File: src/rv_exec_pkg.sv
package rv_exec_pkg;

    typedef logic [31:0] word_t;
    typedef logic [4:0]  reg_addr_t;

    // Major opcodes of the kept RV32I subset
    localparam logic [6:0] OPCODE_OP     = 7'b0110011;
    localparam logic [6:0] OPCODE_OP_IMM = 7'b0010011;
    localparam logic [6:0] OPCODE_LUI    = 7'b0110111;
    localparam logic [6:0] OPCODE_AUIPC  = 7'b0010111;
    localparam logic [6:0] OPCODE_JAL    = 7'b1101111;
    localparam logic [6:0] OPCODE_JALR   = 7'b1100111;
    localparam logic [6:0] OPCODE_BRANCH = 7'b1100011;

    // Selects SUB and SRA/SRAI
    localparam logic [6:0] FUNCT7_ALT = 7'b0100000;

    // ALU funct3
    localparam logic [2:0] F3_ADD  = 3'd0;
    localparam logic [2:0] F3_SLL  = 3'd1;
    localparam logic [2:0] F3_SLT  = 3'd2;
    localparam logic [2:0] F3_SLTU = 3'd3;
    localparam logic [2:0] F3_XOR  = 3'd4;
    localparam logic [2:0] F3_SR   = 3'd5;
    localparam logic [2:0] F3_OR   = 3'd6;
    localparam logic [2:0] F3_AND  = 3'd7;

    // Branch funct3
    localparam logic [2:0] F3_BEQ  = 3'd0;
    localparam logic [2:0] F3_BNE  = 3'd1;
    localparam logic [2:0] F3_BLT  = 3'd4;
    localparam logic [2:0] F3_BGE  = 3'd5;
    localparam logic [2:0] F3_BLTU = 3'd6;
    localparam logic [2:0] F3_BGEU = 3'd7;

    typedef enum logic [3:0] {
        ALU_ADD, ALU_SUB, ALU_SLL, ALU_SLT, ALU_SLTU,
        ALU_XOR, ALU_SRL, ALU_SRA, ALU_OR, ALU_AND
    } alu_op_t;

    typedef enum logic [2:0] {BR_EQ, BR_NE, BR_LT, BR_GE, BR_LTU, BR_GEU} br_op_t;

    // Source of the destination register value
    typedef enum logic [1:0] {RD_ALU, RD_UPPER, RD_AUIPC, RD_LINK} rd_sel_t;

endpackage

File: src/rv_alu.sv
`timescale 1ns/1ps

module rv_alu import rv_exec_pkg::*; (
    input  alu_op_t alu_op,
    input  word_t   a,
    input  word_t   b,
    output word_t   result
);

    logic [4:0] shamt;

    assign shamt = b[4:0];

    always_comb begin
        case (alu_op)
            ALU_ADD: begin
                result = a + b;
            end
            ALU_SUB: begin
                result = a - b;
            end
            ALU_SLL: begin
                result = a << shamt;
            end
            ALU_SLT: begin
                result = {31'd0, $signed(a) < $signed(b)};
            end
            ALU_SLTU: begin
                result = {31'd0, a < b};
            end
            ALU_XOR: begin
                result = a ^ b;
            end
            ALU_SRL: begin
                result = a >> shamt;
            end
            ALU_SRA: begin
                // Arithmetic shift keeps the sign bit
                result = word_t'($signed(a) >>> shamt);
            end
            ALU_OR: begin
                result = a | b;
            end
            ALU_AND: begin
                result = a & b;
            end
            default: begin
                result = '0;
            end
        endcase
    end

endmodule

File: src/rv_decode_stage.sv
`timescale 1ns/1ps

module rv_decode_stage import rv_exec_pkg::*; (
    input  logic      clk,
    input  logic      rst_n,
    input  logic      instr_valid,
    input  word_t     instr,
    input  word_t     pc,
    input  word_t     rs1_data,
    input  word_t     rs2_data,
    output logic      d_valid,
    output logic      d_illegal,
    output reg_addr_t d_rd_addr,
    output rd_sel_t   d_rd_sel,
    output alu_op_t   d_alu_op,
    output br_op_t    d_br_op,
    output logic      d_is_branch,
    output logic      d_is_jump,
    output word_t     d_alu_a,
    output word_t     d_alu_b,
    output word_t     d_pc,
    output word_t     d_imm,
    output word_t     d_rs1,
    output word_t     d_rs2,
    output logic      d_jump_reg
);

    logic [6:0] opcode;
    logic [2:0] funct3;
    logic [6:0] funct7;
    word_t      imm_i;
    word_t      imm_b;
    word_t      imm_u;
    word_t      imm_j;
    logic       dec_illegal;
    alu_op_t    dec_alu_op;
    br_op_t     dec_br_op;
    rd_sel_t    dec_rd_sel;
    logic       dec_is_branch;
    logic       dec_is_jump;
    logic       dec_jump_reg;
    logic       dec_use_imm;
    word_t      dec_imm;

    function automatic alu_op_t alu_op_of(input logic [2:0] f3, input logic alt);
        alu_op_t op;
        case (f3)
            F3_ADD:  op = alt ? ALU_SUB : ALU_ADD;
            F3_SLL:  op = ALU_SLL;
            F3_SLT:  op = ALU_SLT;
            F3_SLTU: op = ALU_SLTU;
            F3_XOR:  op = ALU_XOR;
            F3_SR:   op = alt ? ALU_SRA : ALU_SRL;
            F3_OR:   op = ALU_OR;
            default: op = ALU_AND;
        endcase
        return op;
    endfunction

    assign opcode = instr[6:0];
    assign funct3 = instr[14:12];
    assign funct7 = instr[31:25];

    assign imm_i = {{20{instr[31]}}, instr[31:20]};
    assign imm_b = {{20{instr[31]}}, instr[7], instr[30:25], instr[11:8], 1'b0};
    assign imm_u = {instr[31:12], 12'h000};
    assign imm_j = {{12{instr[31]}}, instr[19:12], instr[20], instr[30:21], 1'b0};

    always_comb begin
        dec_illegal   = 1'b0;
        dec_alu_op    = ALU_ADD;
        dec_br_op     = BR_EQ;
        dec_rd_sel    = RD_ALU;
        dec_is_branch = 1'b0;
        dec_is_jump   = 1'b0;
        dec_jump_reg  = 1'b0;
        dec_use_imm   = 1'b1;
        dec_imm       = imm_i;
        case (opcode)
            OPCODE_OP: begin
                dec_use_imm = 1'b0;
                dec_alu_op  = alu_op_of(funct3, funct7 == FUNCT7_ALT);
                if (funct7 != 7'd0 && funct7 != FUNCT7_ALT) begin
                    dec_illegal = 1'b1;
                end else if (funct7 == FUNCT7_ALT && funct3 != F3_ADD && funct3 != F3_SR) begin
                    dec_illegal = 1'b1;
                end
            end
            OPCODE_OP_IMM: begin
                // Upper bits are only an opcode extension for shifts
                dec_alu_op = alu_op_of(funct3, funct3 == F3_SR && funct7 == FUNCT7_ALT);
                if (funct3 == F3_SLL && funct7 != 7'd0) begin
                    dec_illegal = 1'b1;
                end
                if (funct3 == F3_SR && funct7 != 7'd0 && funct7 != FUNCT7_ALT) begin
                    dec_illegal = 1'b1;
                end
            end
            OPCODE_LUI: begin
                dec_rd_sel = RD_UPPER;
                dec_imm    = imm_u;
            end
            OPCODE_AUIPC: begin
                dec_rd_sel = RD_AUIPC;
                dec_imm    = imm_u;
            end
            OPCODE_JAL: begin
                dec_rd_sel  = RD_LINK;
                dec_is_jump = 1'b1;
                dec_imm     = imm_j;
            end
            OPCODE_JALR: begin
                dec_rd_sel   = RD_LINK;
                dec_is_jump  = 1'b1;
                dec_jump_reg = 1'b1;
                dec_illegal  = funct3 != 3'd0;
            end
            OPCODE_BRANCH: begin
                dec_is_branch = 1'b1;
                dec_imm       = imm_b;
                case (funct3)
                    F3_BEQ:  dec_br_op = BR_EQ;
                    F3_BNE:  dec_br_op = BR_NE;
                    F3_BLT:  dec_br_op = BR_LT;
                    F3_BGE:  dec_br_op = BR_GE;
                    F3_BLTU: dec_br_op = BR_LTU;
                    F3_BGEU: dec_br_op = BR_GEU;
                    default: dec_illegal = 1'b1;
                endcase
            end
            default: dec_illegal = 1'b1;
        endcase
    end

    always_ff @(posedge clk) begin
        if (!rst_n) begin
            d_valid <= 1'b0;
        end else begin
            d_valid <= instr_valid;
        end
    end

    always_ff @(posedge clk) begin
        if (instr_valid) begin
            d_illegal   <= dec_illegal;
            d_rd_addr   <= instr[11:7];
            d_rd_sel    <= dec_rd_sel;
            d_alu_op    <= dec_alu_op;
            d_br_op     <= dec_br_op;
            d_is_branch <= dec_is_branch;
            d_is_jump   <= dec_is_jump;
            d_jump_reg  <= dec_jump_reg;
            d_alu_a     <= rs1_data;
            d_alu_b     <= dec_use_imm ? dec_imm : rs2_data;
            d_pc        <= pc;
            d_imm       <= dec_imm;
            d_rs1       <= rs1_data;
            d_rs2       <= rs2_data;
        end
    end

endmodule

File: src/rv_exec_top.sv
`timescale 1ns/1ps

module rv_exec_top import rv_exec_pkg::*; (
    input  logic      clk,
    input  logic      rst_n,
    input  logic      instr_valid,
    input  word_t     instr,
    input  word_t     pc,
    input  word_t     rs1_data,
    input  word_t     rs2_data,
    output logic      out_valid,
    output logic      rd_write,
    output reg_addr_t rd_addr,
    output word_t     rd_wdata,
    output logic      branch_taken,
    output word_t     branch_target,
    output logic      illegal_instr
);

    // Decode to execute
    logic      d_valid;
    logic      d_illegal;
    reg_addr_t d_rd_addr;
    rd_sel_t   d_rd_sel;
    alu_op_t   d_alu_op;
    br_op_t    d_br_op;
    logic      d_is_branch;
    logic      d_is_jump;
    word_t     d_alu_a;
    word_t     d_alu_b;
    word_t     d_pc;
    word_t     d_imm;
    word_t     d_rs1;
    word_t     d_rs2;
    logic      d_jump_reg;

    rv_decode_stage decode0 (.*);

    rv_execute_stage execute0 (.*);

endmodule

File: src/rv_execute_stage.sv
`timescale 1ns/1ps

module rv_execute_stage import rv_exec_pkg::*; (
    input  logic      clk,
    input  logic      rst_n,
    input  logic      d_valid,
    input  logic      d_illegal,
    input  reg_addr_t d_rd_addr,
    input  rd_sel_t   d_rd_sel,
    input  alu_op_t   d_alu_op,
    input  br_op_t    d_br_op,
    input  logic      d_is_branch,
    input  logic      d_is_jump,
    input  word_t     d_alu_a,
    input  word_t     d_alu_b,
    input  word_t     d_pc,
    input  word_t     d_imm,
    input  word_t     d_rs1,
    input  word_t     d_rs2,
    input  logic      d_jump_reg,
    output logic      out_valid,
    output logic      rd_write,
    output reg_addr_t rd_addr,
    output word_t     rd_wdata,
    output logic      branch_taken,
    output word_t     branch_target,
    output logic      illegal_instr
);

    word_t alu_result;
    word_t pc_plus_imm;
    word_t result;
    word_t target;
    logic  cond;
    logic  legal;

    rv_alu alu0 (
        .alu_op (d_alu_op),
        .a      (d_alu_a),
        .b      (d_alu_b),
        .result (alu_result)
    );

    assign pc_plus_imm = d_pc + d_imm;
    assign legal       = d_valid && !d_illegal;

    always_comb begin
        case (d_rd_sel)
            RD_ALU:   result = alu_result;
            RD_UPPER: result = d_imm;
            RD_AUIPC: result = pc_plus_imm;
            RD_LINK:  result = d_pc + 32'd4;
            default:  result = alu_result;
        endcase
    end

    always_comb begin
        case (d_br_op)
            BR_EQ:   cond = d_rs1 == d_rs2;
            BR_NE:   cond = d_rs1 != d_rs2;
            BR_LT:   cond = $signed(d_rs1) < $signed(d_rs2);
            BR_GE:   cond = $signed(d_rs1) >= $signed(d_rs2);
            BR_LTU:  cond = d_rs1 < d_rs2;
            BR_GEU:  cond = d_rs1 >= d_rs2;
            default: cond = 1'b0;
        endcase
    end

    // JALR target drops bit 0
    assign target = d_jump_reg ? ((d_rs1 + d_imm) & ~32'd1) : pc_plus_imm;

    always_ff @(posedge clk) begin
        if (!rst_n) begin
            out_valid     <= 1'b0;
            rd_write      <= 1'b0;
            branch_taken  <= 1'b0;
            illegal_instr <= 1'b0;
        end else begin
            out_valid     <= d_valid;
            // Writes to x0 never leave the stage
            rd_write      <= legal && !d_is_branch && (d_rd_addr != 5'd0);
            branch_taken  <= legal && (d_is_jump || (d_is_branch && cond));
            illegal_instr <= d_valid && d_illegal;
        end
    end

    always_ff @(posedge clk) begin
        if (d_valid) begin
            rd_addr       <= d_rd_addr;
            rd_wdata      <= result;
            branch_target <= target;
        end
    end

endmodule
File: config.mk
export PLATFORM = sky130hd
export DESIGN_NAME = rv_exec_top
export DESIGN_NICKNAME = d
export VERILOG_FILES = /design/src/rv_exec_pkg.sv /design/src/rv_alu.sv /design/src/rv_decode_stage.sv /design/src/rv_exec_top.sv /design/src/rv_execute_stage.sv
export SDC_FILE = /design/constraint.sdc
export NUM_CORES = 1
export LEC_CHECK = 0
export ABC_AREA = 1
export ABC_CLOCK_PERIOD_IN_PS = 5300
export BUFFER_PORTS_ARGS = -buffer_cell sky130_fd_sc_hd__buf_2
export CORE_MARGIN = 5
export CORE_UTILIZATION = 35
export DETAILED_ROUTE_END_ITERATION = 7
export PLACE_DENSITY_LB_ADDON = 0.05
export SYNTH_ARGS = -nofsm -noshare
export SYNTH_HDL_FRONTEND = slang
export SYNTH_HIERARCHICAL = 1
export SYNTH_SLANG_ARGS = --single-unit
File: constraint.sdc
create_clock -name clk -period 5.3 [get_ports clk]
set_input_delay 1.06 -clock clk [delete_from_list [all_inputs] [get_ports clk]]
set_output_delay 1.06 -clock clk [all_outputs]
set_load 0.005 [all_outputs]
==> summary.txt <==
Placement
  • DP Wirelength: 103,100 um
  • Placer Congestion: 1.029
  • Area post-placement: 27,240 um2
  • Post-Place Cells: 4,852
  • I/O Buffers: 203
  • Worst slack at placement: 1.709 ns

Timing
  • Pins over their slew limit: 0
  • Actual slew at the worst max-slew pin: 1.029 ns
  • Slew HR: 0.3126
  • Final WS setup: 1.608 ns
  • Final clock skew: 0.03462 ns
  • Fin. Hold Viols: 0
  • Final Cycle Share: 0.6965
  • RSZ-0062 raised after global routing: no
  • Tmin final: 3.692 ns
  • Setup TNS Final: 0 ns
  • Final setup viols: 0
  • Fmax: 270.9 MHz

Synthesis
  • Synth Instances: 3,798
  • Post-synth EDFFs: 247
  • Yosys reg bits: 252
  • Synthesized area: 25,560 um2
  • Most frequent cells after synthesis: nand2_1, nand3_1, inv_1
  • Ranking of synthesized cells by area: edfxtp_1, nand2_1, ha_1
  • Sequential share of the synthesized area: 0.2941
  • Main synth FF type: edfxtp_1
  • Synth area leader: edfxtp_1
  • Mean Syn Cell Area: 6.730 um2
  • Syn Nets: 4,126
  • Ys Warns: 6
  • Yosys top cell area share: 0.2902
  • Most frequent cell after synthesis: nand2_1
  • Unique cell type count in the Yosys netlist: 73
  • Ys async rst share: 0

Clocking
  • Sink Count: 252
  • H-tree depth: 1
  • Clk Latency, worst-skew pair: 0.61 ns
  • Postcts setup bufs: 0
  • CTS tree: built
  • CTS Root Cell: clkbuf_16
  • Post_cts resized: 0
  • Cts hold-fix bufs: 0
  • Largest buffer count on any clock path: 3
  • Num CTS Buffers: 29
  • Clk pin slew, worst setup/hold paths: 0.07 ns

Finish
  • Ant diodes: 0
  • Fillers: 8,006
  • Finished Cell Area: 28,230 um2
  • Area Overhead vs Synth: 10.43%
  • Nets: 4,252
  • Layout cells sized above 1: 0.1034
  • Final Non-Filler Cells: 4,904

Drt
  • Detailed Route Iter0 Violations: 3,555
  • DRT Pass-1 Iters: 6
  • Post-DRT Antenna Nets: 0
  • Routed WL: 128,700 um
  • DR vias: 27,467
  • DRC errors left: 0
  • Routed WL per cell: 26.24 um
  • Vias per cell: 5.601

Power and ir drop
  • Maximum vdd drop: 328.3 uV
  • Gate power share: 0.390
  • Seq pwr share: 0.338
  • Sw frac: 0.4223
  • Psw: 3.320 mW
  • Power density over cell area: 278.5 nW/um2
  • Final Total Pwr: 7.862 mW
  • Power share of the clock group: 0.272
  • Pint: 4.542 mW
  • Leak: 13.72 nW

Floorplan
  • Die height: 280.2 um
  • Initial Util: 0.3515
  • Io pins: 204
  • Core area: 72,710 um2
  • Rows: 99
  • Die area: 78,530 um2
  • Die X-Extent: 280.2 um

Global route
  • Global-route wire length before repair: 180,400 um
  • Vias in the first global route: 25,737
  • Largest net degree at the start of global routing: 109
  • Initial antenna violation count: 4
  • GRT overflow: 0
  • All-Layer GR Usage: 0.3124

Run
  • Max-Cap Viols: 0

Setup path
  • Maximum fanout along the worst path: 8
  • CP Class: flip-flop to flip-flop
  • CP startpoint kind: flip-flop
  • Setup crit end kind: flip-flop
  • CP Data Required Time: 5.66 ns
  • Critical Path AT: 4.05 ns

Min path
  • Hold/Removal Path Class: flip-flop to flip-flop

Status
  • Status: complete, no violations
-- final cells by class --
| cell class | instances | area [um2] | share of cell area |
|---|---|---|---|
| sequential | 252 | 7521 | 0.2665 |
| multi-input combinational | 2912 | 15340 | 0.5434 |
| inverter | 483 | 1822 | 0.06454 |
| tap | 959 | 1200 | 0.04251 |
| clock buffer | 33 | 740.7 | 0.02624 |
| timing repair buffer | 246 | 1360 | 0.04818 |
| clock inverter | 19 | 245.2 | 0.008688 |
-- cell families (layout without fill, tap and decap cells) --
kind of cell / after synthesis / after routing / share of synthesized area
flip-flops: 252 / 252 / 0.2941
multiplexers: 1 / 1 / 0.0003916
buffers and inverters: 634 / 781 / 0.1065
adder cells (fa/ha/maj): 197 / 197 / 0.09761
AO/OA/AOI/OAI: 498 / 498 / 0.1142
AND/OR/NAND/NOR: 2177 / 2177 / 0.3738
XOR/XNOR: 39 / 39 / 0.01336
-- power groups by stage --
stage	registers, mW	clock network, mW	logic [mW]
floorplan	2.56	0	1.88
global placement	2.69	0	2.99
detailed placement	2.69	0	2.96
CTS	2.65	2.19	2.98
global route	2.66	2.27	3.31
finish	2.65	2.14	3.07
-- metrics by stage --
step / util / hold slack (ns)
floorplan: - / 0.4168
global placement: 0.3746 / 0.4463
detailed placement: 0.3746 / 0.4497
CTS: 0.3882 / 0.4609
global route: 0.3882 / 0.4741
finish: 0.3882 / 0.4579
-- placed cells by master (no fill, tap or decap), types with 24 or more instances in the layout --
cell type,n
nand3_1,466
nand2_1,1175
edfxtp_1,247
clkbuf_16,29
o21ai_1,40
nand4_1,80
buf_2,202
a21oi_1,184
buf_4,42
ha_1,193
nor3_1,44
inv_1,455
inv_2,24
o21ai_0,120
nor2_1,301
-- layer usage --
layer / wire length, um / track usage / vias up
li1: - / - / 12842
met1: 57310 / 0.4598 / 13042
met2: 54450 / 0.4726 / 1398
met3: 12190 / 0.05176 / 179
met4: 4707 / 0.08996 / 6
met5: 34 / 0 / -
-- worst max-delay path, cell delays in order (launching register included) --
cell      delay [ns]
edfxtp_1        0.54
inv_1           0.13
ha_1            0.58
nand2_1         0.19
nor2_1          0.42
nand3_1         0.29
nand3_1         0.29
nand2_1         0.08
nand3_1         0.08
nand2_1         0.06
nor2_1          0.28
nand3_1         0.27
nand2_1         0.15
nand4_1         0.10
-- worst paths after layout --
kind / from / end / slack (ns) / cells past startpoint
worst max-delay path: decode0/d_rs1[8] / execute0/rd_wdata[9] / 1.61 / 13
worst min-delay path: decode0/d_rd_addr[1] / execute0/rd_addr[1] / 0.46 / 0
worst max register to register: decode0/d_rs1[8] / execute0/rd_wdata[9] / 1.61 / 13
worst min register to register: decode0/d_rd_addr[1] / execute0/rd_addr[1] / 0.46 / 0
No activity file was read; power rests on OpenSTA's default activity.
